## src/design/dmaSystemPkg.sv

```systemverilog
// DMA system shared types
`default_nettype none

package dmaSystemPkg;

    // data path widths
    localparam int wordWidth = 32;
    localparam int regAddrWidth = 5;
    // dma addresses and counts are full words
    localparam int byteAddrWidth = 32;

    // r-format funct codes handled by the alu
    localparam logic [5:0] functAdd = 6'd32;
    localparam logic [5:0] functSub = 6'd34;
    localparam logic [5:0] functAnd = 6'd36;
    localparam logic [5:0] functOr = 6'd37;

    // mips r-format instruction word
    typedef struct packed {
        logic [5:0] op;
        logic [regAddrWidth-1:0] rs;
        logic [regAddrWidth-1:0] rt;
        logic [regAddrWidth-1:0] rd;
        logic [4:0] shamt;
        logic [5:0] funct;
    } rInstr_t;

    // memory word, seen whole or as byte lanes
    // lane 0 sits in bits 7..0
    typedef union packed {
        logic [wordWidth-1:0] word;
        logic [wordWidth/8-1:0][7:0] lanes;
    } memWord_t;

    // transfer request from the outside
    typedef struct packed {
        // 1 copies disk into ram, 0 copies ram into disk
        logic toRam;
        logic [byteAddrWidth-1:0] byteAddress;
        logic [byteAddrWidth-1:0] byteCount;
    } dmaDescriptor_t;

    // one byte moved on the bus
    typedef struct packed {
        logic valid;
        logic toRam;
        logic [byteAddrWidth-1:0] byteAddress;
        logic [7:0] value;
    } byteTransfer_t;

    // retired instruction result
    typedef struct packed {
        logic valid;
        logic [regAddrWidth-1:0] rd;
        logic [wordWidth-1:0] value;
    } commitRecord_t;

endpackage

`default_nettype wire

```

## src/design/byteMover.sv

```systemverilog
// DMA byte transfer engine
`timescale 1ns/10ps
`default_nettype none

module byteMover #(
    parameter int memWords = 32
) (
    input wire logic clock,
    input wire logic reset,
    input wire logic moveStart,
    input wire dmaSystemPkg::dmaDescriptor_t activeDescriptor,
    input wire logic [7:0] ramByte,
    input wire logic [7:0] diskByte,
    output logic [$clog2(memWords*4)-1:0] byteAddress,
    output logic ramWrite,
    output logic diskWrite,
    output logic [7:0] writeByte,
    output logic moveLast,
    output dmaSystemPkg::byteTransfer_t byteStrobe
);

    localparam int memBytes = memWords * 4;
    localparam int memAddrWidth = $clog2(memBytes);

    logic active;
    logic toRam;
    logic [memAddrWidth-1:0] address;
    logic [memAddrWidth-1:0] startAddress;
    logic [dmaSystemPkg::byteAddrWidth-1:0] remaining;
    logic [7:0] sourceByte;

    // start address folded into the memory
    assign startAddress = memAddrWidth'(activeDescriptor.byteAddress %
                          dmaSystemPkg::byteAddrWidth'(memBytes));

    // one byte per cycle while active
    always_ff @(posedge clock) begin
        if (reset) begin
            active <= 1'b0;
            toRam <= 1'b0;
            address <= '0;
            remaining <= '0;
        end else if (moveStart) begin
            active <= (activeDescriptor.byteCount != '0);
            toRam <= activeDescriptor.toRam;
            address <= startAddress;
            remaining <= activeDescriptor.byteCount;
        end else if (active) begin
            // wrap past the last byte
            if (address == memAddrWidth'(memBytes - 1)) begin
                address <= '0;
            end else begin
                address <= address + memAddrWidth'(1);
            end
            remaining <= remaining - dmaSystemPkg::byteAddrWidth'(1);
            active <= (remaining != dmaSystemPkg::byteAddrWidth'(1));
        end
    end

    // final byte on the bus now
    assign moveLast = active && (remaining == dmaSystemPkg::byteAddrWidth'(1));

    // both memories see the same byte address
    assign byteAddress = address;

    // source lane picked by direction
    assign sourceByte = toRam ? diskByte : ramByte;
    assign writeByte = sourceByte;
    assign ramWrite = active && toRam;
    assign diskWrite = active && !toRam;

    // strobe mirrors the byte written this edge
    always_comb begin
        byteStrobe.valid = active;
        byteStrobe.toRam = toRam;
        byteStrobe.byteAddress = dmaSystemPkg::byteAddrWidth'(address);
        byteStrobe.value = sourceByte;
    end

endmodule

`default_nettype wire

```

## config.mk

```make
export PLATFORM = sky130hd
export DESIGN_NAME = byteMover
export DESIGN_NICKNAME = d
export VERILOG_FILES = /design/src/design/dmaSystemPkg.sv /design/src/design/byteMover.sv
export SDC_FILE = /design/constraint.sdc
export NUM_CORES = 1
export LEC_CHECK = 0
export ABC_AREA = 1
export BUFFER_PORTS_ARGS = -buffer_cell sky130_fd_sc_hd__buf_2
export CAP_MARGIN = 20
export CORE_ASPECT_RATIO = 0.5
export CORE_UTILIZATION = 44
export CTS_CLUSTER_SIZE = 30
export DETAILED_ROUTE_END_ITERATION = 10
export PLACE_DENSITY = 0.78
export SLEW_MARGIN = 20
export SYNTH_ARGS = -nofsm -noshare
export SYNTH_HDL_FRONTEND = slang
export SYNTH_SLANG_ARGS = --single-unit
```

## constraint.sdc

```tcl
create_clock -name clock -period 1.4 [get_ports clock]
set_input_delay 0.28 -clock clock [delete_from_list [all_inputs] [get_ports clock]]
set_output_delay 0.28 -clock clock [all_outputs]
set_load 0.005 [all_outputs]
```

# Yosys cells after proc, flatten, opt, wreduce, memory -nomap -nowiden
# Cells that the tools add are included.
[totals]
in_bits = 84
reg_bits = 41
[op_classes]
mux = 8
addsub = 2
eq_ne = 3
reduce_logical = 6
[ops]
columns = ["cell", "count"]
rows = [
  ["$mux 32", 2],
  ["$eq 32x1->1 const B", 1],
  ["$ne 32x1->1 const B", 1],
  ["$reduce_bool 32->1", 1],
  ["$sub 32x1->32 const B", 1],
  ["$mux 7", 3],
  ["$mux 8", 1],
  ["$add 7x1->7 const B", 1],
  ["$eq 7x7->1 const B", 1],
  ["$logic_and 1x1->1", 3],
  ["$mux 1", 2],
  ["$reduce_bool 2->1", 1],
  ["$logic_not 1->1", 1],
]

# Depth between registers and ports, before layout
[depth]
ltp_word = 4
mapped_depth = 10
depth_no_buf = 10

# Worst setup path before layout
# OpenSTA, ideal clock, no wires.
[synth_timing]
kind = "reg2out"
startpoint = "register toRam"
endpoint = "output writeByte[0]"
stages_incl_launch_ff = 4
path_buffers = 2
arrival_ns = 1.164
setup_slack_ns = -0.044
cell_sequence = "dfxtp_1 clkbuf_1 mux2_2 buf_4"
[synth_lines]
columns = ["item", "line_no", "rtl"]
rows = [
  ["start: declaration", "byteMover.sv:26", "logic toRam;"],
  ["start signal: assignment", "byteMover.sv:45", "toRam <= activeDescriptor.toRam;"],
  ["end: declaration", "byteMover.sv:17", "output logic [7:0] writeByte,"],
]

# Worst setup path after layout
[layout_timing]
startpoint = "register remaining[17] (netlist name)"
endpoint = "output moveLast"
[layout_via]
elab_chain_len = 2
[layout_lines]
columns = ["item", "line_no", "rtl"]
rows = [
  ["start: declaration", "byteMover.sv:29", "logic [dmaSystemPkg::byteAddrWidth-1:0] remaining;"],
  ["start signal: assignment", "byteMover.sv:47", "remaining <= activeDescriptor.byteCount;"],
  ["start signal: assignment", "byteMover.sv:55", "remaining <= remaining - dmaSystemPkg::byteAddrWidth'(1);"],
  ["$eq 32x1->1", "byteMover.sv:61", "assign moveLast = active && (remaining == dmaSystemPkg::byteAddrWidth'(1));"],
  ["$logic_and 1x1->1", "byteMover.sv:61", ""],
  ["end: declaration", "byteMover.sv:18", "output logic moveLast,"],
]
# Every way passes these cells.

==> results <==
- The run finished, with violations left.
- The checks that failed: setup timing.
- The number of distinct library cells after synthesis is 37.
- The final-report max-slew violation count is 0.
- The area of the core is 0.006910 mm2.
- The x dimension of the die is approximately 120 um.
- The Yosys step of the flow raised 0 warnings.
- The total inserted antenna cells is 0.
- Counting every sink on the clock net gives 41.
- The area growth from synthesis to layout is 40.88%.
- TritonCTS built the clock tree.
- The worst hold slack is 226.5 ps.
- During I/O placement, the number of pins put on the boundary was between 100 and 150.
- In this run, synthesis produced a sequential element count of slightly above 40.
- The share of the Yosys chip area taken by registers is 0.2523.
- The die covers 0.007762 mm2.
- Dividing the detail-routed wire length by the instance count gives about 14 um.
- The kind of critical path is reg2out.
- The wire length of the first global-routing pass is around 16000 um.
- The site row count is 21.
- The number of antenna violations at the first check in global routing came to 0.
- The largest buffer count on any clock path is 2.
- At the worst endpoint, the arrival time is about 1400 ps.
- The final-stage net count is between 700 and 800.
- Setup violations remaining at the end of the flow were counted as 33.
- In the routed layout, each cell is associated on average with a via count of between 5 and 6.
- The largest voltage drop on the vdd net is 0.5351 mV.
- Across every metal layer, demand over resource in global routing totals 0.2630.
- The area of all placed cells without fillers is 0.004583 mm2.
- The number of buffers created by CTS is 5.
- The combined flip-flop and latch cell area is between 800 and 900 um2.
- Measured along the y axis, the die boundary spans 62.80 um.
- The cell count after placement is 690.
- Routability-driven placement finished with a final weighted congestion of ~0.91.
- The total wirelength of the detailed-routed design is 9984 um.
- The cell area that synthesis handed to floorplanning was 0.003253 mm2.
- The largest net degree at the start of global routing is 32.
- In this run the remaining antenna-violating nets after routing total 0.
- The number of global-route vias before repair came to 3415.
- Once routing completed, OpenROAD measured the worst setup slack at -269.4 ps.
- The placed instances occupy a cell area of 0.003882 mm2.
- The count of hold buffers inserted by post-cts repair is 0.
- The clock transition time at the flip-flop clock pins of the worst setup and hold paths is 60 ps.
- The setup skew after layout is about 6 ps.
- The number of I/O port buffers is 93.
- The total vias in the final route is 3701.
- The sort of element at the start of the critical path is a flop.
- For this run the aggregate overflow at the end of global routing stands at 0.
- The hold violation count in the final report is 0.
- Before antenna repair, the detailed router went through 5 iterations.
- The clock tree synthesis step divided the H-tree into 2 levels.
- Power spread over the standard cell area amounts to 891.6 mW/mm2.
- After the first detailed-routing iteration, the DRC count stood at 261.
- The cell count after synthesis is 494.
- The DRC violation count after routing is 0.
- Of all nets on the critical path, the largest fanout is 4.
- The count of cells in the finished layout, fillers not included, comes to 716.
- The proportion of layout cells with a drive suffix above 1 is 0.4343.
- The data required time at the worst endpoint is roughly 1100 ps.
- Averaged over all synthesized cells, the footprint is 6.585 um2.
- The shortest clock period the worst path allows after layout is roughly 1700 ps.
- The accumulated negative setup slack is -2301 ps.
- The share of the clock period used by the worst path after layout is 1.192.
- The leakage dissipation is 0.002200 uW.
- The timing-limited maximum frequency is between 500 and 600 MHz.
- Summing all multi-input logic gate instances after layout gives 0.002231 mm2.
- The final HPWL from detailed placement is 6937 um.
- The worst setup path is captured at a primary output.
- The path class of the tightest hold or removal check is in2reg.
- Setup repair after global routing could not meet its margin everywhere.
- The initial utilization of the core area, before any placement, comes to 0.4708.
- The layout has 583 filler cells.
- The clock root buffer is clkbuf_16.
- At the later pin of the worst-skew pair, clock insertion delay measures 290 ps.
- Across the run, the number of max-cap violations was 0.
[cell usage in the layout (no fill, tap or decap), types with 2 or more instances in the layout]
cell type and n:
inv_4 2, clkbuf_16 5, nand3_1 32, xnor2_1 4
nand2_2 15, buf_2 77, clkbuf_8 2, inv_1 29
nand4_1 10, a22oi_1 23, buf_12 2, nor2_4 16
o21ai_1 3, a31oi_1 12, inv_2 5, o21bai_1 3
buf_4 55, dfxtp_2 11, a21oi_2 6, dfxtp_1 28
nand3b_1 3, buf_6 23, nor2_1 54, nor2_2 22
nand3_2 3, dfxtp_4 2, xor2_1 5, conb_1 25
nand2_1 90, mux2_4 8, a21oi_1 20, nand2_4 4
o21ai_0 10, or2_2 4
[layout make-up]
class                      instances  share of cell area
multi-input combinational        382              0.4868
timing repair buffer             157              0.2394
sequential                        41              0.1837
clock buffer                       7             0.03331
inverter                          36             0.03058
tap                               92             0.02512
clock inverter                     1            0.001092
[kinds of logic after synthesis]
kind of cell	after synthesis	synth area share
and+or+nand+nor	257	0.3573
buffers and inverters	95	0.1685
AOI/OAI and AO/OA	79	0.1546
DFF	41	0.2523
xor gates and xnor gates	10	0.02692
muxes	8	0.02769
adders and majority gates	3	0.01154
other	1	0.001153
[worst max-delay path, stage by stage, from the launching register on]
cell	delay, ps
dfxtp_4	360
nor2_4	140
nand2_4	90
nor2_4	150
nand4_1	130
nor2_1	100
buf_2	120
[layer usage]
metal,global-route usage,wire (um)
met1,0.3456,4408
met2,0.4264,4560
met3,0.04927,731
met4,0.09187,283
met5,0,0
[timing repair]
item	in CTS	in global routing
setup buffers	13	7
resized for setup	65	50
endpoints found under the setup margin	30	45
pin swaps	18	23
[worst paths after layout]
check | from | endpoint | cells after the start | slack, ps
min | activeDescriptor[64] | toRam | 3 | 230
max | remaining[17] | moveLast | 6 | -270
max reg2reg | remaining[21] | remaining[24] | 11 | -180
min reg2reg | remaining[2] | remaining[2] | 2 | 530
[Yosys cell counts]
master,instances,share of area
a21oi_1,24,0.037
a21oi_2,2,0.0054
a22oi_1,23,0.053
a31oi_1,12,0.023
and2_1,1,0.0019
buf_1,1,0.0012
buf_2,4,0.0062
buf_4,48,0.11
clkbuf_1,5,0.0058
clkinv_2,1,0.0015
conb_1,1,0.0012
dfxtp_1,41,0.25
dlygate4sd1_1,1,0.0027
ha_1,3,0.012
inv_1,30,0.035
inv_2,5,0.0058
mux2_2,8,0.028
nand2_1,101,0.12
nand2_2,6,0.012
nand2_4,3,0.010
nand3_1,34,0.052
nand3_2,1,0.0031
nand3b_1,3,0.0069
nand4_1,10,0.019
nor2_1,80,0.092
nor2_2,9,0.017
nor2_4,3,0.010
nor2_8,1,0.0062
nor3_1,1,0.0015
o21ai_0,10,0.015
o21ai_1,3,0.0046
o21bai_1,3,0.0069
o21bai_2,1,0.0035
o21bai_4,1,0.0058
or2_2,4,0.0077
xnor2_1,5,0.013
xor2_1,5,0.013
[sequential cells by signal, summed over array words and instances, names as in the netlist]
name and flops:
active 1, byteAddress 7, remaining 32, toRam 1
[report_power, final]
| part | leakage (uW) | switching (uW) | total, uW | internal, uW |
|---|---|---|---|---|
| Sequential | 0.000344 | 89.2 | 1340 | 1250 |
| Combinational | 0.00178 | 809 | 1510 | 701 |
| Clock | 0.0000799 | 483 | 1240 | 755 |
[through the flow]
stage / utilization / setup slack [ps] / power, uW
floorplan: - / 68.51 / 2135
global placement: 0.5618 / -9.939 / 2471
detailed placement: 0.5618 / -37.43 / 2497
CTS: 0.6330 / -255.0 / 3919
global route: 0.6632 / -339.9 / 4302
finish: 0.6632 / -269.4 / 4086
Note: power is estimated with default switching activity, not from simulation.
