## config.mk

```make
export PLATFORM = sky130hd
export DESIGN_NAME = wordMemory
export DESIGN_NICKNAME = d
export VERILOG_FILES = /design/src/design/dmaSystemPkg.sv /design/src/design/wordMemory.sv
export SDC_FILE = /design/constraint.sdc
export NUM_CORES = 1
export LEC_CHECK = 0
export BUFFER_PORTS_ARGS = -buffer_cell sky130_fd_sc_hd__buf_2
export CAP_MARGIN = 20
export CORE_ASPECT_RATIO = 0.9
export CORE_MARGIN = 2
export CORE_UTILIZATION = 60
export CTS_CLUSTER_SIZE = 25
export DETAILED_ROUTE_END_ITERATION = 16
export PLACE_DENSITY = 0.81
export SETUP_SLACK_MARGIN = 0.1
export SKIP_CTS_REPAIR_TIMING = 1
export SLEW_MARGIN = 20
export SYNTH_ARGS = -nofsm -noshare
export SYNTH_HDL_FRONTEND = slang
export SYNTH_SLANG_ARGS = --single-unit
```

## constraint.sdc

```tcl
create_clock -name clock -period 2.7 [get_ports clock]
set_input_delay 0 -clock clock [delete_from_list [all_inputs] [get_ports clock]]
set_output_delay 0 -clock clock [all_outputs]
set_load 0.02 [all_outputs]
```

## src/design/dmaSystemPkg.sv

```systemverilog
// DMA system shared types
`default_nettype none

package dmaSystemPkg;

    // data path widths
    localparam int wordWidth = 32;
    localparam int regAddrWidth = 5;
    // dma addresses and counts are full words
    localparam int byteAddrWidth = 32;

    // r-format funct codes handled by the alu
    localparam logic [5:0] functAdd = 6'd32;
    localparam logic [5:0] functSub = 6'd34;
    localparam logic [5:0] functAnd = 6'd36;
    localparam logic [5:0] functOr = 6'd37;

    // mips r-format instruction word
    typedef struct packed {
        logic [5:0] op;
        logic [regAddrWidth-1:0] rs;
        logic [regAddrWidth-1:0] rt;
        logic [regAddrWidth-1:0] rd;
        logic [4:0] shamt;
        logic [5:0] funct;
    } rInstr_t;

    // memory word, seen whole or as byte lanes
    // lane 0 sits in bits 7..0
    typedef union packed {
        logic [wordWidth-1:0] word;
        logic [wordWidth/8-1:0][7:0] lanes;
    } memWord_t;

    // transfer request from the outside
    typedef struct packed {
        // 1 copies disk into ram, 0 copies ram into disk
        logic toRam;
        logic [byteAddrWidth-1:0] byteAddress;
        logic [byteAddrWidth-1:0] byteCount;
    } dmaDescriptor_t;

    // one byte moved on the bus
    typedef struct packed {
        logic valid;
        logic toRam;
        logic [byteAddrWidth-1:0] byteAddress;
        logic [7:0] value;
    } byteTransfer_t;

    // retired instruction result
    typedef struct packed {
        logic valid;
        logic [regAddrWidth-1:0] rd;
        logic [wordWidth-1:0] value;
    } commitRecord_t;

endpackage

`default_nettype wire

```

## src/design/wordMemory.sv

```systemverilog
// Byte-addressed word memory
`timescale 1ns/10ps
`default_nettype none

module wordMemory #(
    parameter int memWords = 32,
    parameter bit descendingFill = 1'b0
) (
    input wire logic clock,
    input wire logic reset,
    input wire logic [$clog2(memWords*4)-1:0] byteAddress,
    input wire logic byteWrite,
    input wire logic [7:0] writeByte,
    output logic [7:0] readByte
);

    localparam int memAddrWidth = $clog2(memWords * 4);

    dmaSystemPkg::memWord_t storage [memWords];
    logic [memAddrWidth-3:0] wordIndex;
    logic [1:0] laneIndex;

    // upper bits pick the word, low two the lane
    assign wordIndex = byteAddress[memAddrWidth-1:2];
    assign laneIndex = byteAddress[1:0];

    // reset fill, ram counts up and disk counts down
    always_ff @(posedge clock) begin
        if (reset) begin
            for (int j = 0; j < memWords; j++) begin
                if (descendingFill) begin
                    storage[j].word <= dmaSystemPkg::wordWidth'(memWords - 1 - j);
                end else begin
                    storage[j].word <= dmaSystemPkg::wordWidth'(j);
                end
            end
        end else if (byteWrite) begin
            // single lane written, rest of the word kept
            storage[wordIndex].lanes[laneIndex] <= writeByte;
        end
    end

    // combinational lane read
    assign readByte = storage[wordIndex].lanes[laneIndex];

endmodule

`default_nettype wire

```

After elaboration in Yosys (flattened, before gate mapping)
Memories as Yosys holds them, arrays and structs flattened.
Cells that the tools add are included.
{"block": "totals", "ff_bits": 0, "latchBits": 0, "ram_bits": 1024, "romBits": 0, "input_bits": 18, "output_inout_bits": 8, "memories": 1}
{"name": "storage", "words": 32, "word_bits": 32, "read_ports": 1, "rd_ports_with_merged_regs": 0, "write_ports": 32, "line_no": "wordMemory.sv:19", "text": "dmaSystemPkg::memWord_t storage [memWords];"}
{"block": "op_classes", "n_addsub": 0, "n_mul": 0, "n_div": 0, "n_lt_le_gt_ge": 2, "n_eq_ne": 0, "shifts": 0, "n_mux": 12, "bitwise_logic": 0, "reduce_logical": 2}
{"operator": "2-to-1 mux 32 bit", "count": 3}
{"operator": "OR reduction 32 bit", "count": 1}
{"operator": "binary-select mux 8 bit (select 2 bit)", "count": 1}
{"operator": "demux 8 bit (select 2 bit)", "count": 1}
{"operator": "2-to-1 mux 8 bit", "count": 2}
{"operator": "2-to-1 mux 5 bit", "count": 1}
{"operator": "2-to-1 mux 1 bit", "count": 4}
{"operator": "< comparator 2 x 3 -> 1 bit (second input constant)", "count": 1}
{"operator": "greater-or-equal comparator 2 x 1 -> 1 bit (second input constant)", "count": 1}
{"operator": "logical AND 1 bit", "count": 1}

Depth between registers and ports, before layout
{"block": "logic_depth", "depth_word": 7, "depth_mapped": 9, "ltp_nobuf": 5}

Worst setup path before layout
Ideal clock, no wire load.
{"block": "synth_timing", "path_kind": "input to output", "start": "in byteAddress[2]", "end": "out readByte[6]", "arrival_time_ps": 1967, "t_required_ps": 2700, "slack_ps": 733, "stages": 9, "n_path_buf": 5, "path_cell_list": "buf_6 > buf_6 > or4b_1 > buf_2 > buf_6 > buf_6 > nor2_1 > nor4_1 > nor4_1"}
{"block": "synth_via", "elab_chain_cells": 3}
{"item": "start: declaration", "line_no": "wordMemory.sv:11", "text": "input wire logic [$clog2(memWords*4)-1:0] byteAddress,"}
{"item": "memory read (32 x 32 bit)"}
{"item": "binary-select mux 8 bit (select 2 bit)", "line_no": "wordMemory.sv:44", "text": "assign readByte = storage[wordIndex].lanes[laneIndex];"}
{"item": "2-to-1 mux 8 bit (not written as such)", "line_no": "wordMemory.sv:44"}
{"item": "end: declaration", "line_no": "wordMemory.sv:14", "text": "output logic [7:0] readByte"}
No other way between the ends. The select of a mux whose other input is x is not followed.

Worst setup path after layout
{"block": "layout_timing", "start": "mem storage[11][15] (netlist bit)", "end": "out readByte[7]"}
{"block": "layout_via", "elab_chain_cells": 3}
{"item": "start: declaration", "line_no": "wordMemory.sv:19"}
{"item": "memory read (32 x 32 bit)"}
{"item": "binary-select mux 8 bit (select 2 bit)", "line_no": "wordMemory.sv:44"}
{"item": "2-to-1 mux 8 bit (not written as such)", "line_no": "wordMemory.sv:44"}
No other way between the ends. The select of a mux whose other input is x is not followed.

==> out/metrics.json <==
{
  "vias": {"value": 30880},
  "required_time_at_the_endpoint_of_the_critical_path": {"value": 2700, "unit": "ps"},
  "totalNegativeSetupSlack": {"value": -136.2, "unit": "ps"},
  "crit_chain": {"value": "mux2i_4 > o22ai_1 > or4_4 > nor4_4 > buf_4 > nor4_2 > buf_4 > buf_6"},
  "clock_pin_slew_worst_setup_and_hold_paths": {"value": 60, "unit": "ps"},
  "critical_path.slowest_cell": {"value": "or4_4"},
  "synthFlopType": {"value": "edfxtp_1"},
  "hold_path_depth": {"value": 2},
  "grt_start_max_net_pins": {"value": 129},
  "totalWireLength": {"value": 131.3, "unit": "mm"},
  "cells_taking_the_most_area_after_synthesis": {"value": "edfxtp_1, and2_1, mux2i_1"},
  "cp_num_buf_inv": {"value": 3},
  "floorplan.die.height": {"value": 271.3, "unit": "µm"},
  "post-route-min-period": {"value": 2834, "unit": "ps"},
  "mappedNetlistArea": {"value": 47620, "unit": "µm²"},
  "antenna_found_initial": {"value": 4},
  "area_grow_syn2layout": {"value": 15.10, "unit": "%"},
  "post-synth-top-count-cell": {"value": "edfxtp_1"},
  "failed_checks": {"value": "negative setup slack"},
  "setup.worst_path.end_class": {"value": "output pin"},
  "detailed_place.area": {"value": 50680, "unit": "µm²"},
  "finalHoldViolations": {"value": 0},
  "clock-root-buffer": {"value": "clkbuf_16"},
  "synth_async_sr_flop_share": {"value": 0, "unit": "%"},
  "cts.sinks": {"value": 1024},
  "synth_top_cell_area_share": {"value": 64.57, "unit": "%"},
  "min-delay-path-class": {"value": "input port to flip-flop"},
  "run_status": {"value": "complete, but fails checks"},
  "grt_remaining_overflow": {"value": 0},
  "crit_path_start_kind": {"value": "flip-flop"},
  "number_of_cts_inserted_buffers": {"value": 100},
  "first_global_vias": {"value": 29730},
  "final_max_slew_viol_count": {"value": 0},
  "synth-edff-count": {"value": 1024},
  "syn_inst": {"value": 3552},
  "yosysUniqueCellTypes": {"value": 29},
  "ant_nets": {"value": 0},
  "fp.dieArea": {"value": 81640, "unit": "µm²"},
  "post_drt_wl_per_cell": {"value": 27.12, "unit": "µm"},
  "grt_setup_unrepaired": {"value": "true"},
  "initial_utilization": {"value": 60.93, "unit": "%"},
  "top_register": {"value": "storage"},
  "fraction_of_final_layout_cells_sized_beyond_drive_strength_1": {"value": 18.52, "unit": "%"},
  "critPathKind": {"value": "flip-flop to output pin"},
  "portBuffers": {"value": 25},
  "timing.critical_path.arrival": {"value": 2830, "unit": "ps"},
  "cts_htree_levels": {"value": 3},
  "max_slew.worst_pin.slew": {"value": 1151, "unit": "ps"},
  "maxCapViolCount": {"value": 0},
  "synth_common_cells": {"value": "edfxtp_1, and2_1, mux2i_1"},
  "slew-limit-headroom": {"value": 23.29, "unit": "%"},
  "nNetsFinal": {"value": 3732},
  "setup_viol_count_final": {"value": 2},
  "gp_routability_congestion": {"value": 0.9305},
  "drcViolationCount": {"value": 0},
  "post-synth-top-area-cell": {"value": "edfxtp_1"},
  "max_vdd_drop": {"value": 0.5917, "unit": "mV"},
  "crit_path_max_fanout": {"value": 1},
  "registers_with_the_highest_flip_flop_counts": {"value": "storage: 1024 flops"},
  "cts.path.max_buffers": {"value": 3},
  "detailed_place_hpwl": {"value": 85.06, "unit": "mm"},
  "synth_seq_cells": {"value": 1024},
  "largest_register_ff_count": {"value": 1024},
  "preCtsSetupSlack": {"value": -187.3, "unit": "ps"},
  "ys.warnings.count": {"value": 0},
  "placeableCoreArea": {"value": 78160, "unit": "µm²"},
  "globalRouteTotalUtil": {"value": 31.71, "unit": "%"},
  "postLayoutCellArea": {"value": 54810, "unit": "µm²"},
  "detail_route.iter0.violations": {"value": 4457},
  "top_level_port_count": {"value": 26},
  "crit_family": {"value": "simple AND/OR/NAND/NOR gates"},
  "floorplan.rows": {"value": 97},
  "critPathMaxStageDelay": {"value": 570, "unit": "ps"},
  "cts_tree": {"value": "done"},
  "worst_slack": {"value": -133.6, "unit": "ps"},
  "syn_avg_cell_area": {"value": 13.41, "unit": "µm²"},
  "static-leakage-power": {"value": 20.51, "unit": "nW"},
  "achievable-frequency": {"value": 352.9, "unit": "MHz"},
  "power-per-cell-area": {"value": 651.7, "unit": "nW/µm²"},
  "fin_crit_sh": {"value": 104.9, "unit": "%"},
  "synth.net_count": {"value": 3570},
  "die-width": {"value": 301.0, "unit": "µm"},
  "most_prevalent_standard_cell_on_the_critical_path": {"value": "buf_4"},
  "first_pass_grt_wire_length": {"value": 191.5, "unit": "mm"},
  "holdPathEnd": {"value": "storage[26][6]"},
  "routed_via_density": {"value": 6.381},
  "drt_pass1_iterations": {"value": 8},
  "synth.yosys.seq_area_share": {"value": 64.57, "unit": "%"},
  "worst_hold_startpoint": {"value": "writeByte[6]"}
}
stage by stage:
| step | total power [W] | cells | hold slack [ps] | util, % |
|---|---|---|---|---|
| after floorplan | 0.02020 | 3552 | 429.7 | - |
| after global placement | 0.02130 | 4653 | 635.6 | 64.84 |
| after detailed placement | 0.02139 | 4653 | 644.2 | 64.84 |
| after CTS | 0.03543 | 4837 | -58.85 | 69.11 |
| after global routing | 0.03644 | 4837 | 73.35 | 70.12 |
| final | 0.03572 | 4839 | 54.70 | 70.13 |
cell families (layout without fill, tap and decap cells):
kind of cell / after synthesis / in the layout / synth area share [%]
AO/OA/AOI/OAI: 248 / 248 / 3.195
buffers and inverters: 274 / 518 / 2.656
flip-flops: 1024 / 1024 / 64.57
multiplexers: 512 / 512 / 10.76
other: 0 / 4 / 0
AND/OR/NAND/NOR: 1494 / 1494 / 18.82
layer usage:
| layer | GRT usage, % | vias to the layer above | share of wire (%) |
|---|---|---|---|
| met4 | 13.63 | 2 | 4.4 |
| met1 | 44.03 | 15260 | 37 |
| met5 | 0 | - | 0.0099 |
| li1 | - | 13220 | - |
| met2 | 48.98 | 2058 | 46 |
| met3 | 6.459 | 344 | 12 |
power by group:
| part | leakage [nW] | total (W) | switching, W | internal (W) |
|---|---|---|---|---|
| logic | 9.13 | 0.00278 | 0.00180 | 0.000981 |
| clock network | 1.61 | 0.0144 | 0.00614 | 0.00825 |
| registers | 9.77 | 0.0185 | 0.000284 | 0.0183 |
| total | 20.5 | 0.0357 | 0.00822 | 0.0275 |
final cells by class:
class | count | area, µm²
clock buffers | 117 | 2566
multi-input cells | 2254 | 16410
well taps | 1039 | 1300
diodes | 4 | 10.01
flip-flops and latches | 1024 | 30750
repair buffers | 334 | 3014
clock inverters | 67 | 764.5
fillers | 4965 | 23350
worst max path at each step:
stage | from | end | slack (ps) | depth (start not counted)
finish | storage[11][15] | readByte[7] | -130 | 8
global route | storage[16][7] | readByte[7] | -170 | 7
CTS | storage[18][5] | readByte[5] | -460 | 6
detailed placement | byteAddress[3] | readByte[7] | -190 | 12
global placement | byteAddress[3] | readByte[7] | -170 | 12
floorplan | byteAddress[2] | readByte[6] | 730 | 9
cell usage in the layout, fill, tap and decap left out, types with 28 or more instances in the layout:
cell type | synthesis | layout
clkbuf_16 | 0 | 100
mux2i_1 | 512 | 490
or3_1 | 104 | 104
or2_2 | 128 | 128
nor2_1 | 171 | 171
edfxtp_1 | 1024 | 1024
buf_4 | 15 | 278
o22ai_1 | 224 | 211
buf_12 | 0 | 40
nand2_1 | 33 | 32
and2_1 | 945 | 945
nor4_4 | 0 | 28
Power figures use the tool's default switching activity.
