File: src/design/dmaSystemPkg.sv
// DMA system shared types
`default_nettype none

package dmaSystemPkg;

    // data path widths
    localparam int wordWidth = 32;
    localparam int regAddrWidth = 5;
    // dma addresses and counts are full words
    localparam int byteAddrWidth = 32;

    // r-format funct codes handled by the alu
    localparam logic [5:0] functAdd = 6'd32;
    localparam logic [5:0] functSub = 6'd34;
    localparam logic [5:0] functAnd = 6'd36;
    localparam logic [5:0] functOr = 6'd37;

    // mips r-format instruction word
    typedef struct packed {
        logic [5:0] op;
        logic [regAddrWidth-1:0] rs;
        logic [regAddrWidth-1:0] rt;
        logic [regAddrWidth-1:0] rd;
        logic [4:0] shamt;
        logic [5:0] funct;
    } rInstr_t;

    // memory word, seen whole or as byte lanes
    // lane 0 sits in bits 7..0
    typedef union packed {
        logic [wordWidth-1:0] word;
        logic [wordWidth/8-1:0][7:0] lanes;
    } memWord_t;

    // transfer request from the outside
    typedef struct packed {
        // 1 copies disk into ram, 0 copies ram into disk
        logic toRam;
        logic [byteAddrWidth-1:0] byteAddress;
        logic [byteAddrWidth-1:0] byteCount;
    } dmaDescriptor_t;

    // one byte moved on the bus
    typedef struct packed {
        logic valid;
        logic toRam;
        logic [byteAddrWidth-1:0] byteAddress;
        logic [7:0] value;
    } byteTransfer_t;

    // retired instruction result
    typedef struct packed {
        logic valid;
        logic [regAddrWidth-1:0] rd;
        logic [wordWidth-1:0] value;
    } commitRecord_t;

endpackage

`default_nettype wire

File: src/design/cpuPipeline.sv
// Three-stage R-format core
`timescale 1ns/10ps
`default_nettype none

module cpuPipeline #(
    parameter int imemWords = 64
) (
    input wire logic clock,
    input wire logic reset,
    input wire logic progWrite,
    input wire logic [$clog2(imemWords)-1:0] progAddr,
    input wire dmaSystemPkg::rInstr_t progData,
    input wire logic holdRequest,
    input wire logic [dmaSystemPkg::wordWidth-1:0] rsValue,
    input wire logic [dmaSystemPkg::wordWidth-1:0] rtValue,
    output logic holdAck,
    output logic [dmaSystemPkg::regAddrWidth-1:0] rsIndex,
    output logic [dmaSystemPkg::regAddrWidth-1:0] rtIndex,
    output logic regWrite,
    output logic [dmaSystemPkg::regAddrWidth-1:0] regWriteIndex,
    output logic [dmaSystemPkg::wordWidth-1:0] regWriteValue,
    output dmaSystemPkg::commitRecord_t commit
);

    localparam int imemAddrWidth = $clog2(imemWords);
    // pc is a byte address, two extra low bits
    localparam int pcWidth = imemAddrWidth + 2;

    dmaSystemPkg::rInstr_t programMemory [imemWords];
    logic [pcWidth-1:0] pc;
    logic [pcWidth-1:0] pcNext;
    dmaSystemPkg::rInstr_t instrReg;
    logic instrValid;
    logic [dmaSystemPkg::wordWidth-1:0] aluResult;
    logic writesReg;
    logic exValid;
    logic [dmaSystemPkg::regAddrWidth-1:0] exRd;
    logic [dmaSystemPkg::wordWidth-1:0] exResult;
    logic freeze;

    // program load port, open in any cycle
    always_ff @(posedge clock) begin
        if (progWrite) begin
            programMemory[progAddr] <= progData;
        end
    end

    // bus handed over while the dma asks for it
    assign freeze = holdRequest;

    // ack follows the request by one edge
    always_ff @(posedge clock) begin
        if (reset) begin
            holdAck <= 1'b0;
        end else begin
            holdAck <= holdRequest;
        end
    end

    // wrap at the end of program memory
    assign pcNext = (pc[pcWidth-1:2] == imemAddrWidth'(imemWords - 1)) ?
                    '0 : pc + pcWidth'(4);

    // fetch stage
    always_ff @(posedge clock) begin
        if (reset) begin
            pc <= '0;
            instrValid <= 1'b0;
        end else if (!freeze) begin
            pc <= pcNext;
            instrValid <= 1'b1;
        end
    end

    always_ff @(posedge clock) begin
        if (!freeze) begin
            instrReg <= programMemory[pc[pcWidth-1:2]];
        end
    end

    // operands read in the execute cycle
    assign rsIndex = instrReg.rs;
    assign rtIndex = instrReg.rt;

    // alu, unknown funct gives zero
    always_comb begin
        case (instrReg.funct)
            dmaSystemPkg::functAdd: aluResult = rsValue + rtValue;
            dmaSystemPkg::functSub: aluResult = rsValue - rtValue;
            dmaSystemPkg::functAnd: aluResult = rsValue & rtValue;
            dmaSystemPkg::functOr: aluResult = rsValue | rtValue;
            default: aluResult = '0;
        endcase
    end

    // only plain r-format words write back
    assign writesReg = instrValid && (instrReg.op == '0) && (instrReg.shamt == '0);

    // execute stage
    always_ff @(posedge clock) begin
        if (reset) begin
            exValid <= 1'b0;
        end else if (!freeze) begin
            exValid <= writesReg;
        end
    end

    always_ff @(posedge clock) begin
        if (!freeze) begin
            exResult <= aluResult;
            exRd <= instrReg.rd;
        end
    end

    // writeback, register file written at the commit edge
    assign regWrite = exValid && !freeze;
    assign regWriteIndex = exRd;
    assign regWriteValue = exResult;

    // commit record, low through a freeze
    always_ff @(posedge clock) begin
        if (reset) begin
            commit <= '0;
        end else begin
            commit.valid <= regWrite;
            commit.rd <= exRd;
            commit.value <= exResult;
        end
    end

endmodule

`default_nettype wire

File: config.mk
export PLATFORM = sky130hd
export DESIGN_NAME = cpuPipeline
export DESIGN_NICKNAME = d
export VERILOG_FILES = /design/src/design/dmaSystemPkg.sv /design/src/design/cpuPipeline.sv
export SDC_FILE = /design/constraint.sdc
export NUM_CORES = 2
export LEC_CHECK = 0
export BUFFER_PORTS_ARGS = -buffer_cell sky130_fd_sc_hd__buf_4
export CAP_MARGIN = 20
export CORE_ASPECT_RATIO = 0.7
export CORE_MARGIN = 4
export CORE_UTILIZATION = 51
export DETAILED_ROUTE_END_ITERATION = 10
export HOLD_SLACK_MARGIN = 0.08
export PLACE_DENSITY = 0.67
export SLEW_MARGIN = 20
export SYNTH_ARGS = -nofsm -noshare
export SYNTH_HDL_FRONTEND = slang
export SYNTH_SLANG_ARGS = --single-unit
File: constraint.sdc
create_clock -name clock -period 4.1 [get_ports clock]
set_clock_uncertainty 0.1 [all_clocks]
set_input_delay 0.615 -clock clock [delete_from_list [all_inputs] [get_ports clock]]
set_output_delay 0.615 -clock clock [all_outputs]
set_load 0.05 [all_outputs]
Word level (Yosys, flattened, before mapping)
Memory sizes are Yosys's and may differ from the RTL's. A register that Yosys moved wholly into a read port is not among the register bits.
Index checks and enable logic that the tools add are counted.
{"block": "op_classes", "n_addsub": 3, "n_eq_ne": 5, "muxes": 4, "bitwise": 2, "n_reduce_logical": 7}
{"op": "$pmux W32 S4", "n": 1}
{"op": "$add A32 B32 Y32", "n": 1}
{"op": "$and A32 B32 Y32", "n": 1}
{"op": "$or A32 B32 Y32", "n": 1}
{"op": "$sub A32 B32 Y32", "n": 1}
{"op": "$eq A6 B6 Y1 const B", "n": 5}
{"op": "$add A8 B3 Y8 const B", "n": 1}
{"op": "$mux W8", "n": 1}
{"op": "$logic_not A6 Y1", "n": 1}
{"op": "$logic_not A5 Y1", "n": 1}
{"op": "$logic_and A1 B1 Y1", "n": 3}
{"op": "$logic_not A1 Y1", "n": 2}
{"op": "$mux W1", "n": 2}
{"block": "word_totals", "reg_bits": 86, "ram_bits": 2048, "input_bits": 106, "memories": 1}
{"name": "programMemory", "depth": 64, "width": 32, "rd": 1, "rd_ports_with_merged_regs": 1, "write_ports": 1, "line": "cpuPipeline.sv:29", "source": "dmaSystemPkg::rInstr_t programMemory [imemWords];"}

Longest topological paths before layout
{"block": "logic_depth", "word_depth": 3, "depth_mapped": 18, "mapped_depth_nobuf": 17}

Worst setup path after synthesis
Ideal clock, no wire load.
{"block": "synth_timing", "kind": "input to register", "startpoint": "input port rtValue[4] (netlist name)", "endpoint": "register exResult, in the netlist regWriteValue[30], data pin", "arrival_ps": 3666, "setup_slack_ps": 77, "cell_stages": 15, "n_path_buf": 1, "cell_sequence": "nor4_1 -> nand2_1 -> or2_2 -> nor2b_1 -> nand2b_1 -> o41ai_1 -> xor2_1 -> ha_1 -> clkbuf_1 -> and3_1 -> nand2_1 -> o221a_2 -> a21o_1 -> a21o_1 -> a32o_1"}
{"block": "synth_via", "elab_chain_len": 2}
{"item": "start: declaration", "line": "cpuPipeline.sv:15", "source": "input wire logic [dmaSystemPkg::wordWidth-1:0] rtValue,"}
{"item": "$sub A32 B32 Y32 / $add A32 B32 Y32 (equally long branches)", "line": "cpuPipeline.sv:89, cpuPipeline.sv:88"}
{"item": "$pmux W32 S4 (*)", "line": "cpuPipeline.sv:87", "source": "case (instrReg.funct)"}
{"item": "net aluResult (one bit)", "line": "cpuPipeline.sv:34", "source": "logic [dmaSystemPkg::wordWidth-1:0] aluResult;"}
{"item": "end signal: assignment", "line": "cpuPipeline.sv:110", "source": "exResult <= aluResult;"}
{"item": "end: declaration", "line": "cpuPipeline.sv:38", "source": "logic [dmaSystemPkg::wordWidth-1:0] exResult;"}
Mark *: on every way through the listed nets, which the timed path passes. The rest lies on a longest branch.
A chain may end at the register's enable or synchronous reset.

Worst setup path in the final report
{"block": "layout_timing", "startpoint": "register, netlist name instrReg[3]", "endpoint": "register exResult, in the netlist regWriteValue[31], data pin"}
{"block": "layout_via", "elab_chain_len": 2}
{"item": "$eq A6 B6 Y1", "line": "cpuPipeline.sv:87"}
{"item": "$pmux W32 S4 (*)", "line": "cpuPipeline.sv:87"}
{"item": "net aluResult (one bit)", "line": "cpuPipeline.sv:34"}
Marked as above.

==> metrics.md <==
| Metric | Value |
|---|---|
| Status | complete, no violations |
| # IOs | just under 200 |
| Clk pin slew, worst setup/hold paths | approximately 70 ps |
| Crit. End Element | flop |
| Sequential area share after synthesis | between 70% and 80% |
| Number of fill cells | about 12k |
| Async SR Flop Fraction | 0% |
| Top_reg_cell synth | edfxtp_1 |
| Hold_ws | ~160 ps |
| Clk_lat worst skew | about 830 ps |
| DR vias | roughly 43k |
| Routed WL | ~220000 µm |
| Clock Power Share | between 30 and 40% |
| Die width | ~500 µm |
| Pin count of the biggest net entering global routing | 65 |
| Post-synth EDFFs | 2117 |
| Int Pwr | between 0.03 and 0.04 W |
| Final HPWL DP | between 100000 and 150000 µm |
| Synth top area share | roughly three quarters |
| Hold_sp | rsValue[23] |
| Final period util | between 90% and 100% |
| Cells after synthesis | around 3.9k |
| VDD IR-drop max | 0.000457 V |
| Critical path origin | instrReg[3]$_DFFE_PN_ |
| Total GRT Usage | between 20% and 30% |
| Minimum clock period after layout | about 3900 ps |
| Slew headroom | about a third |
| Reg2Reg Launch Point | instrReg[3]$_DFFE_PN_ |
| RSZ-0062 raised after global routing | false |
| Number of global-route vias before repair | slightly above 40k |
| CP Launch Type | flop |
| First-pass GRT wire length | 313000 µm |
| Setup Crit Path Kind | flop to flop |
| Initial DRC Count | ~6k |
| Tightest Hold Check Type | input pin to flop |
| Area Growth Syn to Fin | 15.1% |
| NumNets Final | 4520 |
| Root Buffer | clkbuf_16 |
| Number of remaining DRC errors | 0 |
| Pwr Density | 457 mW/mm² |
| Initial Util | about half |
| Syn Area/Cell | around 22 µm² |
| Dpl cell area | around 0.092 mm² |
| Logic pwr share | approximately 6.5% |
| Critical path data required time | 4560 ps |
| Cell area after synthesis | between 0.08 and 0.09 mm² |
| Data arrival, critical path | approximately 4300 ps |
| CTS tree | yes |
| Placer Congestion | 0.902 |
| Final global-route overflow total | 0 |
| F_max | 0.258 GHz |
| Slew @ Worst Pin | 1000 ps |
| Count of input and output buffers | roughly 190 |
| Flop pwr share | 55.0% |
| Ratio of cells with drive above 1 in the final layout | about a third |
| DR pass1 iterations | 6 |
| Die height | 350 µm |
| Row count | 125 |
| TritonCTS Sinks | 2164 |
| Fin area | 0.0978 mm² |
| Routed Antenna Nets | 0 |
| Post-Syn Nets | between 4k and 5k |
| Final hold violation count | 0 |
| WL per Instance | between 30 and 40 µm |
| YS warnings | 0 |
| Clock tree buffer depth | 3 |
| #FFs+latches synth | 2164 |
| Slew Viols, Final | 0 |
| Via-to-Cell Ratio | approximately 6.4 |
| Count of cell types in the netlist | 56 |
| Num CTS Buffers | 193 |
| Dominant cell type by area after synthesis | edfxtp_1 |
| Sw Pwr | 0.00966 W |
| Leakage | roughly 30 nW |
| Core area | around 0.17 mm² |
| Net Sw Frac | between 20% and 30% |
| Maximum capacitance violations | 0 |
| Antenna violations before repair | 11 |
| Synth top area cells | edfxtp_1 75%, mux4_2 15%, mux2i_1 2.0% |
| Final setup fails | 0 |
| CTS HTree Levels | 4 |
| Die area | 0.173 mm² |
| Crit-path max FO | 5 |
[metrics by stage]
| step | power (W) | utilization (%) | worst slack [ps] | instances | setup TNS [ps] |
|---|---|---|---|---|---|
| 2_1_floorplan | 0.0267 | - | 76.8 | 3866 | 0 |
| 3_3_place_gp | 0.0279 | 55.4 | -385 | 6400 | -3470 |
| 3_5_place_dp | 0.0279 | 55.4 | -295 | 6400 | -3390 |
| 4_1_cts | 0.0450 | 59.0 | 23.5 | 6762 | 0 |
| 5_1_grt | 0.0462 | 59.0 | 6.10 | 6763 | 0 |
| 6_report | 0.0447 | 59.0 | 226 | 6768 | 0 |
[layer usage]
metal  part of all wire, %  up-vias  track usage, %
li1                      -    17300               -
met1                    42    22900            40.6
met2                    44     2480            35.8
met3                    12      329            6.21
met4                   2.3        6            6.79
met5                 0.020        -               0
[sequential cells by signal, indices dropped and copies added (netlist names)]
| signal | flops |
|---|---|
| rtIndex | 5 |
| instrReg | 22 |
| instrValid | 1 |
| regWriteIndex | 5 |
| rsIndex | 5 |
| regWriteValue | 32 |
| pc | 6 |
| programMemory | 2048 |
| holdAck | 1 |
| exValid | 1 |
| commit | 38 |
[worst max-delay path, cell delays in order, from the launching register on]
cell and delay, ps:
edfxtp_1 410, nor2_4 160, nand2_1 130, nor3_2 130, buf_4 140, and2_1 180, a21oi_1 70, xnor2_1 130
ha_1 320, a21o_1 200, a31oi_1 220, a21boi_2 140, a311o_2 500, a21oi_2 180, buf_4 160, o21ai_0 160
xnor2_1 210, o21ai_1 70
[power groups by stage]
stage / Sequential [W] / Clock (W) / Combinational [W]
after floorplan: 0.0251 / 0 / 0.00159
after global placement: 0.0250 / 0 / 0.00286
after detailed placement: 0.0250 / 0 / 0.00290
after CTS: 0.0246 / 0.0175 / 0.00291
after global routing: 0.0246 / 0.0185 / 0.00310
final: 0.0246 / 0.0172 / 0.00290
[synthesized netlist by cell type, drive strengths merged, types with 2 or more instances]
library cell  instances
nand2b                7
buf                 128
nor3                 11
xnor2                27
nor4                  7
a311oi                2
and3                  8
a22o                  4
nor2                 99
nand4                 7
or4                   4
or3                   2
maj3                 31
a21oi                88
ha                   35
nand2                65
mux2i               169
nand3                15
xor2                 29
a211oi               52
mux4                583
a21o                 14
o211ai                2
dfxtp                47
o41ai                 4
a31oi                 9
nor2b               100
inv                  18
o21ai                56
and2                  2
o31ai                13
edfxtp             2117
nand3b                5
o2111ai               2
a21boi                3
clkbuf               85
[final timing paths]
check / end / slack [ps] / cells past startpoint
worst min register to register: regWriteIndex[0]$_DFFE_PN_ / 320 / 0
worst max-delay path: regWriteValue[31]$_DFFE_PN_ / 230 / 17
worst min-delay path: regWriteValue[23]$_DFFE_PN_ / 160 / 4
worst max register to register: regWriteValue[31]$_DFFE_PN_ / 230 / 17
[cells in the final DEF (no fill, tap or decap), types with 13 or more instances in the layout]
cell type / netlist / final
xnor2_1: 27 / 27
clkinv_1: 0 / 45
mux4_2: 583 / 583
buf_12: 0 / 47
dfxtp_1: 47 / 41
nor2_4: 0 / 65
edfxtp_1: 2117 / 2117
a21o_1: 14 / 14
xor2_1: 29 / 29
buf_4: 39 / 477
maj3_1: 31 / 31
clkbuf_16: 0 / 196
a21oi_1: 88 / 85
ha_1: 35 / 35
clkbuf_1: 85 / 48
nor2_1: 99 / 34
nor2b_1: 100 / 99
clkinv_2: 0 / 35
a211oi_1: 52 / 52
o21ai_0: 55 / 53
nand2_1: 65 / 64
o31ai_1: 13 / 13
mux2i_1: 169 / 169
nand3_1: 15 / 15
inv_1: 18 / 17
[cells by family after synthesis]
kind of cell	synth area share, %
simple gates	1.98
buf+inv	1.31
flops	75.9
mux	17.4
fa+ha+maj	0.904
compound gates	1.88
xor+xnor	0.577
[area by class of cell]
cell class,count,area [µm²],share of cell area [%]
inverter,18,70.1,0.0716
tap,2222,2780,2.84
multi-input combinational,1471,19900,20.3
clock inverter,107,761,0.778
timing repair buffer,530,4590,4.69
antenna,6,15.0,0.0154
clock buffer,250,5170,5.28
sequential,2164,64500,66.0
[what timing repair did]
action / in CTS / in global routing
gates cloned: 0 / 0
buffers inserted: 0 / 0
resized for setup: 2 / 15
endpoints found under the hold margin: 8 / 0
endpoints found under the setup margin: 6 / 19
pin swaps: 0 / 2
hold buffers: 5 / 0
Power figures use the tool's default switching activity.
